`config.mk`:
```
export PLATFORM = sky130hd
export DESIGN_NAME = conv1x1_layer
export DESIGN_NICKNAME = d
export VERILOG_FILES = /design/src/logic/conv1x1_pkg.sv /design/src/logic/conv1x1_layer.sv /design/src/logic/result_serializer.sv /design/src/logic/mac_lane.sv /design/src/logic/pixel_sequencer.sv /design/src/logic/weight_store.sv
export SDC_FILE = /design/constraint.sdc
export NUM_CORES = 1
export LEC_CHECK = 0
export BUFFER_PORTS_ARGS = -buffer_cell sky130_fd_sc_hd__buf_2
export CAP_MARGIN = 20
export CORE_ASPECT_RATIO = 1.4
export CORE_MARGIN = 2
export CORE_UTILIZATION = 65
export DETAILED_ROUTE_END_ITERATION = 10
export PLACE_DENSITY = 0.82
export SETUP_SLACK_MARGIN = 0.02
export SLEW_MARGIN = 20
export SYNTH_ARGS = -nofsm -noshare
export SYNTH_HDL_FRONTEND = slang
export SYNTH_SLANG_ARGS = --single-unit
```
`constraint.sdc`:
```
create_clock -name clk -period 8.5 [get_ports clk]
set_input_delay 0.85 -clock clk [delete_from_list [all_inputs] [get_ports clk]]
set_output_delay 0.85 -clock clk [all_outputs]
set_load 0.03 [all_outputs]
```
`src/logic/conv1x1_pkg.sv`:
```
package conv1x1_pkg;

	//////////////////////////////////////////////////////////////////////
	// Word widths
	//////////////////////////////////////////////////////////////////////

	localparam int PXL_WIDTH = 8;
	localparam int WGT_WIDTH = 8;

	// Holds CH_IN full-scale signed products with headroom
	localparam int ACC_WIDTH = 20;

	// Full product of one pixel and one weight
	localparam int PROD_WIDTH = PXL_WIDTH + WGT_WIDTH;

	//////////////////////////////////////////////////////////////////////
	// Layer shape
	//////////////////////////////////////////////////////////////////////

	localparam int CH_IN = 8;
	localparam int CH_OUT = 4;
	localparam int CH_IDX_WIDTH = 3;

	// Total weights in one load, output-channel-major
	localparam int W_COUNT = CH_OUT * CH_IN;

	// One spare bit so an out-of-range count is visible
	localparam int WGT_CNT_WIDTH = $clog2(W_COUNT) + 1;

	// Serializer channel counter
	localparam int OUT_IDX_WIDTH = $clog2(CH_OUT);

	//////////////////////////////////////////////////////////////////////
	// Output scaling
	//////////////////////////////////////////////////////////////////////

	localparam int OUT_SHIFT = 4;
	localparam int PXL_MAX = (2 ** (PXL_WIDTH - 1)) - 1;
	localparam int PXL_MIN = -(2 ** (PXL_WIDTH - 1));

	typedef logic signed [PXL_WIDTH-1:0] pxl_t;
	typedef logic signed [WGT_WIDTH-1:0] wgt_t;
	typedef logic signed [ACC_WIDTH-1:0] acc_t;
	typedef logic [CH_IDX_WIDTH-1:0] ch_idx_t;

endpackage
```
`src/logic/conv1x1_layer.sv`:
```
`timescale 1ns/100ps

module conv1x1_layer import conv1x1_pkg::*; (
	input  logic clk,
	input  logic reset,
	input  logic weight_valid,
	input  wgt_t weight_data,
	output logic weights_ready,
	input  logic pixel_valid,
	input  pxl_t pixel_data,
	output logic out_valid,
	output pxl_t out_data
);

	wgt_t lane_weights [CH_OUT];
	acc_t lane_results [CH_OUT];

	// Lane 0 speaks for all of them
	logic lane_done;

	logic seq_valid;
	pxl_t seq_pixel;
	ch_idx_t seq_ch_idx;
	logic seq_first;
	logic seq_last;

	weight_store u_weight_store (
		.clk          (clk),
		.reset        (reset),
		.weight_valid (weight_valid),
		.weight_data  (weight_data),
		.seq_ch_idx   (seq_ch_idx),
		.lane_weights (lane_weights),
		.weights_ready(weights_ready)
	);

	pixel_sequencer u_pixel_sequencer (
		.clk          (clk),
		.reset        (reset),
		.pixel_valid  (pixel_valid),
		.pixel_data   (pixel_data),
		.weights_ready(weights_ready),
		.seq_valid    (seq_valid),
		.seq_pixel    (seq_pixel),
		.seq_ch_idx   (seq_ch_idx),
		.seq_first    (seq_first),
		.seq_last     (seq_last)
	);

	//////////////////////////////////////////////////////////////////////
	// One lane per output channel
	//////////////////////////////////////////////////////////////////////

	for (genvar g = 0; g < CH_OUT; g++) begin : g_lane
		if (g == 0) begin : g_lead
			mac_lane u_mac_lane (
				.clk      (clk),
				.reset    (reset),
				.seq_valid(seq_valid),
				.seq_pixel(seq_pixel),
				.seq_first(seq_first),
				.seq_last (seq_last),
				.weight   (lane_weights[g]),
				.result   (lane_results[g]),
				.done     (lane_done)
			);
		end else begin : g_follow
			mac_lane u_mac_lane (
				.clk      (clk),
				.reset    (reset),
				.seq_valid(seq_valid),
				.seq_pixel(seq_pixel),
				.seq_first(seq_first),
				.seq_last (seq_last),
				.weight   (lane_weights[g]),
				.result   (lane_results[g]),
				.done     ()
			);
		end
	end

	result_serializer u_result_serializer (
		.clk         (clk),
		.reset       (reset),
		.lane_done   (lane_done),
		.lane_results(lane_results),
		.out_valid   (out_valid),
		.out_data    (out_data)
	);

endmodule

```
`src/logic/result_serializer.sv`:
```
`timescale 1ns/100ps

module result_serializer import conv1x1_pkg::*; (
	input  logic clk,
	input  logic reset,
	input  logic lane_done,
	input  acc_t lane_results [CH_OUT],
	output logic out_valid,
	output pxl_t out_data
);

	localparam logic [OUT_IDX_WIDTH-1:0] LAST_IDX = OUT_IDX_WIDTH'(CH_OUT - 1);

	acc_t buffer [CH_OUT];
	logic busy;
	logic [OUT_IDX_WIDTH-1:0] idx;

	// Shift down, then clamp to the signed pixel range
	function automatic pxl_t scale_sat(input acc_t sum);
		acc_t shifted;
		shifted = sum >>> OUT_SHIFT;
		if (shifted > acc_t'(PXL_MAX)) begin
			scale_sat = pxl_t'(PXL_MAX);
		end else if (shifted < acc_t'(PXL_MIN)) begin
			scale_sat = pxl_t'(PXL_MIN);
		end else begin
			scale_sat = pxl_t'(shifted);
		end
	endfunction

	//////////////////////////////////////////////////////////////////////
	// Channel sequencing
	//////////////////////////////////////////////////////////////////////

	// Channel 0 leaves with the load, the rest follow from the buffer
	always_ff @(posedge clk) begin
		if (reset) begin
			busy <= 1'b0;
			out_valid <= 1'b0;
			idx <= '0;
		end else if (lane_done) begin
			busy <= 1'b1;
			out_valid <= 1'b1;
			idx <= OUT_IDX_WIDTH'(1);
		end else if (busy) begin
			out_valid <= 1'b1;
			idx <= idx + 1'b1;
			if (idx == LAST_IDX) begin
				busy <= 1'b0;
			end
		end else begin
			out_valid <= 1'b0;
		end
	end

	//////////////////////////////////////////////////////////////////////
	// Data path
	//////////////////////////////////////////////////////////////////////

	always_ff @(posedge clk) begin
		if (lane_done) begin
			buffer <= lane_results;
			out_data <= scale_sat(lane_results[0]);
		end else if (busy) begin
			out_data <= scale_sat(buffer[idx]);
		end
	end

	// A pixel needs CH_IN cycles, so the previous one is always drained
	a_no_overlap: assert property (
		@(posedge clk) disable iff (reset)
		lane_done |-> !busy
	);

endmodule

```
`src/logic/mac_lane.sv`:
```
`timescale 1ns/100ps

module mac_lane import conv1x1_pkg::*; (
	input  logic clk,
	input  logic reset,
	input  logic seq_valid,
	input  pxl_t seq_pixel,
	input  logic seq_first,
	input  logic seq_last,
	input  wgt_t weight,
	output acc_t result,
	output logic done
);

	logic signed [PROD_WIDTH-1:0] product;
	acc_t product_ext;
	acc_t acc;
	acc_t acc_next;

	//////////////////////////////////////////////////////////////////////
	// Multiply and add
	//////////////////////////////////////////////////////////////////////

	// Signed 8x8 product, sign extended to the accumulator
	assign product = seq_pixel * weight;
	assign product_ext = acc_t'(product);

	// First channel restarts the running sum
	always_comb begin
		if (seq_first) begin
			acc_next = product_ext;
		end else begin
			acc_next = acc + product_ext;
		end
	end

	always_ff @(posedge clk) begin
		if (seq_valid) begin
			acc <= acc_next;
		end
	end

	//////////////////////////////////////////////////////////////////////
	// Result register
	//////////////////////////////////////////////////////////////////////

	// Final sum lands one cycle after the last channel
	always_ff @(posedge clk) begin
		if (seq_valid && seq_last) begin
			result <= acc_next;
		end
	end

	always_ff @(posedge clk) begin
		if (reset) begin
			done <= 1'b0;
		end else begin
			done <= seq_valid & seq_last;
		end
	end

endmodule

```
`src/logic/pixel_sequencer.sv`:
```
`timescale 1ns/100ps

module pixel_sequencer import conv1x1_pkg::*; (
	input  logic    clk,
	input  logic    reset,
	input  logic    pixel_valid,
	input  pxl_t    pixel_data,
	input  logic    weights_ready,
	output logic    seq_valid,
	output pxl_t    seq_pixel,
	output ch_idx_t seq_ch_idx,
	output logic    seq_first,
	output logic    seq_last
);

	localparam ch_idx_t LAST_CH = CH_IDX_WIDTH'(CH_IN - 1);

	// Channel index of the next accepted word
	ch_idx_t ch_cnt;
	logic accept;

	// Words before the weights are in are dropped
	assign accept = pixel_valid & weights_ready;

	//////////////////////////////////////////////////////////////////////
	// Channel tracking
	//////////////////////////////////////////////////////////////////////

	always_ff @(posedge clk) begin
		if (reset) begin
			ch_cnt <= '0;
		end else if (accept) begin
			if (ch_cnt == LAST_CH) begin
				ch_cnt <= '0;
			end else begin
				ch_cnt <= ch_cnt + 1'b1;
			end
		end
	end

	// Qualifiers, low when nothing was accepted
	always_ff @(posedge clk) begin
		if (reset) begin
			seq_valid <= 1'b0;
			seq_first <= 1'b0;
			seq_last <= 1'b0;
		end else begin
			seq_valid <= accept;
			seq_first <= accept && (ch_cnt == '0);
			seq_last <= accept && (ch_cnt == LAST_CH);
		end
	end

	//////////////////////////////////////////////////////////////////////
	// Word register
	//////////////////////////////////////////////////////////////////////

	always_ff @(posedge clk) begin
		if (accept) begin
			seq_pixel <= pixel_data;
			seq_ch_idx <= ch_cnt;
		end
	end

	// A pixel has more than one channel, so the marks never coincide
	a_first_last_excl: assert property (
		@(posedge clk) disable iff (reset)
		!(seq_first && seq_last)
	);

endmodule

```
`src/logic/weight_store.sv`:
```
`timescale 1ns/100ps

module weight_store import conv1x1_pkg::*; (
	input  logic    clk,
	input  logic    reset,
	input  logic    weight_valid,
	input  wgt_t    weight_data,
	input  ch_idx_t seq_ch_idx,
	output wgt_t    lane_weights [CH_OUT],
	output logic    weights_ready
);

	localparam logic [WGT_CNT_WIDTH-1:0] LAST_WGT = WGT_CNT_WIDTH'(W_COUNT - 1);

	// Flat store, entry oc*CH_IN + ic
	wgt_t weights [W_COUNT];

	logic [WGT_CNT_WIDTH-1:0] load_cnt;

	//////////////////////////////////////////////////////////////////////
	// Serial load
	//////////////////////////////////////////////////////////////////////

	// A word taken while ready starts a fresh set at entry 0
	always_ff @(posedge clk) begin
		if (reset) begin
			load_cnt <= '0;
			weights_ready <= 1'b0;
		end else if (weight_valid) begin
			if (load_cnt == LAST_WGT) begin
				load_cnt <= '0;
				weights_ready <= 1'b1;
			end else begin
				load_cnt <= load_cnt + 1'b1;
				weights_ready <= 1'b0;
			end
		end
	end

	always_ff @(posedge clk) begin
		if (weight_valid) begin
			weights[int'(load_cnt)] <= weight_data;
		end
	end

	//////////////////////////////////////////////////////////////////////
	// Lane read
	//////////////////////////////////////////////////////////////////////

	// One weight per output channel for the channel in flight
	always_comb begin
		for (int oc = 0; oc < CH_OUT; oc++) begin
			lane_weights[oc] = weights[oc * CH_IN + int'(seq_ch_idx)];
		end
	end

	// Counter wraps before it leaves the store
	a_load_cnt_range: assert property (
		@(posedge clk) disable iff (reset)
		load_cnt < WGT_CNT_WIDTH'(W_COUNT)
	);

endmodule

```
# [Word level (Yosys, flattened, before mapping)]
# Memories as Yosys holds them, arrays and structs flattened. A register that Yosys moved wholly into a read port is not among the register bits.
# Cells that the tools add are included.
[op_classes] n_lt_le_gt_ge=5 n_mul=4 n_addsub=10 shifts=0 bitwise_logic=3 n_reduce_logical=6 n_mux=26 n_eq_ne=3 n_div=0
[op_table] op="2-to-1 mux 20 bit" count=6
[op_table] op="adder 20 x 16 -> 20 bit" count=4
[op_table] op="multiplier 8 x 8 -> 16 bit" count=4
[op_table] op="2-to-1 mux 8 bit" count=6
[op_table] op="binary-select mux 20 bit (select 2 bit)" count=1
[op_table] op="greater-than comparator 16 x 8 -> 1 bit, second input constant" count=2
[op_table] op="less-than comparator 16 x 8 -> 1 bit, second input constant" count=2
[op_table] op="adder 5 x 3 -> 5 bit, first input constant" count=2
[op_table] op="2-to-1 mux 1 bit" count=10
[op_table] op="adder 6 x 1 -> 6 bit, second input constant" count=1
[op_table] op="== test 6 x 5 -> 1 bit, second input constant" count=1
[op_table] op="2-to-1 mux 6 bit" count=1
[op_table] op="adder 4 x 3 -> 5 bit, first input constant" count=1
[op_table] op="2-to-1 mux 5 bit" count=1
[op_table] op="adder 3 x 1 -> 3 bit, second input constant" count=1
[op_table] op="== test 3 bit, second input constant" count=1
[op_table] op=">= comparator 3 bit, second input constant" count=1
[op_table] op="logical AND 1 bit" count=3
[op_table] op="zero test 3 bit" count=1
[op_table] op="2-to-1 mux 3 bit" count=1
[op_table] op="inverter 2 -> 3 bit" count=1
[op_table] op="adder 2 x 1 -> 2 bit, second input constant" count=1
[op_table] op="bitwise AND 1 bit" count=2
[op_table] op="== test 2 bit, second input constant" count=1
[op_table] op="2 further kinds" count=2
[word_totals] latchBits=0 memories=1 output_inout_bits=10 reg_bits=277 input_bits=20 romBits=0 ram_bits=256
[memory_table] memory="u_weight_store.weights" depth=32 word_bits=8 read_ports=4 rd_ports_with_merged_regs=1 write_ports=1 line="weight_store.sv:16" text="wgt_t weights [W_COUNT];"

# [Longest topological paths before layout]
[depth] word_depth=9 ltp_mapped=32 depth_no_buf=29

# [By module]
# From an unflattened synthesis, not the netlist that was laid out.
[hier_totals] hier_cells=2596 area_unflattened_um2=33716.1
[by_module_without_submodules] mod="weight_store" area_each_um2=10323.7 cells_each=460 instances=1 seq_area_each_um2=7827.5
[by_module_without_submodules] mod="mac_lane at g_lane[0].g_lead.u_mac_lane ..." area_each_um2=4927.2 cells_each=482 instances=2 seq_area_each_um2=1221.2
[by_module_without_submodules] mod="mac_lane at g_lane[2].g_follow.u_mac_lane" area_each_um2=5061.1 cells_each=504 instances=1 seq_area_each_um2=1221.2
[by_module_without_submodules] mod="mac_lane at g_lane[3].g_follow.u_mac_lane" area_each_um2=4880.9 cells_each=488 instances=1 seq_area_each_um2=1221.2
[by_module_without_submodules] mod="result_serializer" area_each_um2=2997.9 cells_each=144 instances=1 seq_area_each_um2=2242.2
[by_module_without_submodules] mod="pixel_sequencer" area_each_um2=598.1 cells_each=36 instances=1 seq_area_each_um2=450.4

# [Least setup slack after synthesis]
# Ideal clock, no wire load.
[synth_path] kind="register to register" from="reg u_pixel_sequencer.seq_ch_idx[0]" to="reg g_lane[1].g_follow.u_mac_lane.acc[19] (data pin)" path_stages_with_launch=33 arrival_ps=7283 path_slack_ps=941 period_less_slack_ps=7559 path_cell_list="edfxtp_1 > clkbuf_1 > buf_2 > buf_2 > mux4_2 > mux2i_1 > nor2b_1 > fa_1 > inv_1 > fa_1 > inv_1 > fa_1 > inv_1 > fa_1 > inv_1 > ha_1 > o21a_1 > a21oi_1 > o21ai_1 > a41o_1 > o21ai_0 > nand2b_1 > a21oi_1 > xnor2_1 > inv_1 > ha_1 > or3_1 > o21ai_0 > a21oi_1 > a211oi_1 > xor2_1 > nor2_1 > xnor2_1"
[synth_via] elab_chain_len=5
[synth_lines] element="start: declaration" line="pixel_sequencer.sv:11" text="output ch_idx_t seq_ch_idx,"
[synth_lines] element="start signal: assignment" line="pixel_sequencer.sv:61" text="seq_ch_idx <= ch_cnt;"
[synth_lines] element="adder 4 x 3 -> 5 bit *" line="weight_store.sv:53" text="lane_weights[oc] = weights[oc * CH_IN + int'(seq_ch_idx)];"
[synth_lines] element="memory (32 x 8 bit) *"
[synth_lines] element="multiplier 8 x 8 -> 16 bit *" line="mac_lane.sv:25" text="assign product = seq_pixel * weight;"
[synth_lines] element="adder 20 x 16 -> 20 bit" line="mac_lane.sv:33" text="acc_next = acc + product_ext;"
[synth_lines] element="2-to-1 mux 20 bit *" line="mac_lane.sv:30" text="if (seq_first) begin"
[synth_lines] element="named net g_lane[1].g_follow.u_mac_lane.acc_next[19]" line="mac_lane.sv:18" text="acc_t acc_next;"
[synth_lines] element="end signal: assignment" line="mac_lane.sv:39" text="acc <= acc_next;"
[synth_lines] element="end: declaration" line="mac_lane.sv:17" text="acc_t acc;"
# Mark *: on every way through the listed nets, which the timed path passes. The rest lies on a longest branch.
# A chain may end at the register's enable or synchronous reset.

# [Worst setup path after layout]
[layout_path] from="reg u_pixel_sequencer.seq_ch_idx[1]" to="reg g_lane[2].g_follow.u_mac_lane.acc[19] (data pin)"
[layout_via] elab_chain_len=5
[layout_lines] element="adder 5 x 3 -> 5 bit *" line="weight_store.sv:53"
[layout_lines] element="memory (32 x 8 bit) *"
[layout_lines] element="multiplier 8 x 8 -> 16 bit *" line="mac_lane.sv:25"
[layout_lines] element="adder 20 x 16 -> 20 bit" line="mac_lane.sv:33"
[layout_lines] element="2-to-1 mux 20 bit *" line="mac_lane.sv:30"
[layout_lines] element="named net g_lane[2].g_follow.u_mac_lane.acc_next[19]" line="mac_lane.sv:18"
[layout_lines] element="end signal: assignment" line="mac_lane.sv:39"
[layout_lines] element="end: declaration" line="mac_lane.sv:17"
# Marks and branches as above.

==> flow_summary_export.csv <==
group,metric,value,unit
die,die_area,51200,sq um
final_layout,design_area,34930,sq um
clocking,clk_latency,0.58,ns
critical_path,critPathMaxStageDelay,0.79,ns
place,dpl.hpwl,48.37,mm
global_routing,antenna_found_initial,0,
timing,period_share,0.9357,
critical_path,reg2reg_to,"g_lane[2].g_follow.u_mac_lane.acc[19]",
critical_path,required,8.90,ns
timing,finClkSkew,0.02660,ns
timing,fmax,125.7,MHz
timing,rsz0062_at_grt,"false",
logic_synthesis,yosysSeqAreaShare,0.4650,
critical_path,ff2ff_path_depth,28,
flow_run,cap_viol_max_count,0,
timing,worstMarginPinSlew,0.9213,ns
timing,max_slew_margin,0.3835,
logic_synthesis,synth_top_area_share,0.4519,
global_routing,grtUsageTotal,0.2742,
place,place_area,33140,sq um
timing,hold-worst-slack,0.4202,ns
critical_path,end_kind,"flop",
routing,drc_errors,0,
final_layout,drive_gt1_frac,0.1142,
final_layout,syn_to_final_growth,8.842,%
place,dp_slack,0.2805,ns
die,die_height,266.9,um
logic_synthesis,yosysUniqueCellTypes,73,
min_path,min_path_cells,0,
logic_synthesis,synth-edff-count,483,
logic_synthesis,synth_area_per_cell,12.80,sq um
critical_path,worstSetupStartpointType,"flop",
place,gp_congestion,0.8727,
clocking,clkTransAtPathRegs,0.07,ns
critical_path,critPathMaxFanout,33,
critical_path,path_class,"reg2reg",
die,num_rows,96,
logic_synthesis,synth_cells,2508,
routing,vias_per_cell,5.974,
clocking,clock_path_buffers,3,
pwr,p_total,5.114,mW
place,io_buffers,29,
timing,fin_ws,0.5469,ns
routing,drt-wirelength-per-cell,20.68,um
global_routing,grt_pass1_wl,107.9,mm
min_path,min_from,"g_lane[3].g_follow.u_mac_lane.result[7]",
logic_synthesis,syn_area,32090,sq um
routing,ant_nets,0,
routing,drtIter0Drc,1519,
logic_synthesis,async_reset_ff_frac,0,
logic_synthesis,ys_ff_latch,504,
timing,slew_violations,0,
routing,dr.pass1.iters,5,
pwr,powerDensity,146.4,nW/um^2
routing,via_count,19340,
pwr,p_leak,14.09,nW
timing,hold_violations,0,
clocking,cts_max_level,2,
die,die_width,191.8,um
die,coreArea,48890,sq um
global_routing,grt_pass1_vias,20680,
logic_synthesis,synth_flop_cell,"edfxtp_1",
min_path,min_to,"u_result_serializer.buffer[7]",
final_layout,final_cells,3238,
routing,drt-total-wl,66.97,mm
logic_synthesis,ys_top_cells_by_area,"edfxtp_1, fa_1, ha_1",
logic_synthesis,yosys.cell_count.top_type,"edfxtp_1",
die,start_util,0.6565,
final_layout,final_nets,3018,
timing,min_period,7.953,ns
die,ios,30,
clocking,cts_tree,"built",
pwr,vdd.ir_drop.worst,0.1974,mV
final_layout,fin_util,0.7146,
place,dp.cells,3149,
clocking,cts_root_buf,"clkbuf_16",
critical_path,ff2ff_setup_slack,0.55,ns
logic_synthesis,postSynthNetCount,2964,
min_path,worstHoldPathType,"reg2reg",
critical_path,r2r_start,"u_pixel_sequencer.seq_ch_idx[1]",
final_layout,n_antenna_cell,0,
critical_path,arrival,8.35,ns
global_routing,grt_overflow,0,
outcome,status,"finished, final reports clean",
clocking,cts_inserted_buffers,47,
timing,setup-violations-final,0,
timing,fin_setup_tns,0,ns
global_routing,grt_max_degree,66,
logic_synthesis,yosys.area.top_type,"edfxtp_1",
clocking,cts.sinks,504,
logic_synthesis,netlist_top_cells_count,"edfxtp_1, inv_1, fa_1, ha_1, nor2b_1",
logic_synthesis,ys_warn_count,0,
critical_path,cpMaxStageDelayCell,"edfxtp_1",
==> cells by family after synthesis <==
logic type      share of synthesized area
mux                               0.07544
compound gates                    0.06183
flops                              0.4650
simple gates                      0.08752
xor+xnor                          0.03766
buf+inv                           0.05017
fa+ha+maj                          0.2224
==> metal layers <==
metal,GRT usage,vias up,share of wire
met5,0,-,0
met2,0.5032,725,0.54
met3,0.03103,187,0.051
met1,0.3247,9630,0.37
li1,-,8802,-
met4,0.1156,0,0.042
==> layout make-up <==
| class | instances | area (sq um) |
|---|---|---|
| flip-flops and latches | 504 | 14930 |
| clock buffers | 56 | 1282 |
| well taps | 637 | 797.0 |
| inverters | 356 | 1336 |
| fillers | 3104 | 13950 |
| clock inverters | 32 | 461.7 |
| repair buffers | 75 | 523.0 |
| multi-input cells | 1578 | 15600 |
==> where the power goes <==
part	total [mW]	switching (mW)	internal, mW	leakage, nW
clock	2.36	0.956	1.40	0.856
sequential	2.71	0.00411	2.71	4.51
combinational	0.0468	0.0373	0.00947	8.72
==> worst max path at each step <==
stage	from	to	slack (ns)	cells past startpoint
after floorplan	u_pixel_sequencer.seq_ch_idx[0]	g_lane[1].g_follow.u_mac_lane.acc[19]	0.94	32
after global placement	u_pixel_sequencer.seq_ch_idx[0]	g_lane[1].g_follow.u_mac_lane.acc[19]	0.74	30
after detailed placement	u_pixel_sequencer.seq_ch_idx[0]	g_lane[1].g_follow.u_mac_lane.acc[19]	0.28	30
after CTS	u_pixel_sequencer.seq_ch_idx[0]	g_lane[1].g_follow.u_mac_lane.acc[19]	0.29	30
after global routing	flop	g_lane[0].g_lead.u_mac_lane.result[19]	0.10	28
final	u_pixel_sequencer.seq_ch_idx[1]	g_lane[2].g_follow.u_mac_lane.acc[19]	0.55	28
==> critical path: cells and delay by family (launching register included) <==
family	cells	cell delay [ns]
simple gates	5	1.18
fa+ha+maj	6	2.54
compound gates	8	1.43
buf+inv	5	0.56
xor+xnor	2	0.35
mux	2	0.90
flops	1	0.79
==> timing repair <==
action	4_1_cts	5_1_grt
buffers inserted	0	0
resized for setup	0	2
endpoints found under the setup margin	0	6
hold buffers	0	0
==> flip-flops by register name, indices dropped and copies added (netlist names), named ones only <==
name                               cells
g_lane.g_lead.u_mac_lane.result       16
u_weight_store.load_cnt                6
g_lane.g_lead.u_mac_lane.acc          20
u_result_serializer.busy               1
u_pixel_sequencer.seq_last             1
g_lane.g_lead.u_mac_lane.done          1
u_result_serializer.out_data           8
g_lane.g_follow.u_mac_lane.result     48
u_weight_store.weights_ready           1
g_lane.g_follow.u_mac_lane.acc        60
u_pixel_sequencer.ch_cnt               3
u_pixel_sequencer.seq_ch_idx           3
u_pixel_sequencer.seq_first            1
u_weight_store.weights               256
u_result_serializer.buffer            64
u_pixel_sequencer.seq_pixel            8
u_pixel_sequencer.seq_valid            1
u_result_serializer.out_valid          1
u_result_serializer.idx                2
==> placed cells by master (no fill, tap or decap), types with 8 or more instances in the layout <==
cell type / synthesis / layout
nand2b_1: 40 / 40
nor2_1: 106 / 106
o21a_1: 9 / 9
nand2_1: 131 / 131
buf_2: 9 / 29
mux4_2: 80 / 80
or2_2: 9 / 9
nand3_1: 15 / 15
a21o_1: 30 / 30
o21ai_0: 96 / 96
xor2_1: 49 / 49
o22ai_1: 8 / 8
inv_1: 355 / 355
or3_1: 8 / 8
a211oi_1: 12 / 12
dfxtp_1: 21 / 17
nor2b_1: 143 / 143
and2_1: 32 / 31
o21bai_1: 16 / 16
bufinv_16: 0 / 10
nor3_1: 28 / 23
edfxtp_1: 483 / 483
xnor2_1: 89 / 88
clkinv_2: 0 / 8
clkbuf_16: 0 / 49
mux2i_1: 36 / 35
ha_1: 212 / 212
nand4_1: 8 / 8
a21oi_1: 89 / 89
and3_1: 9 / 9
fa_1: 224 / 224
mux2_2: 23 / 23
buf_4: 0 / 43
No activity file was read; power rests on OpenSTA's default activity.
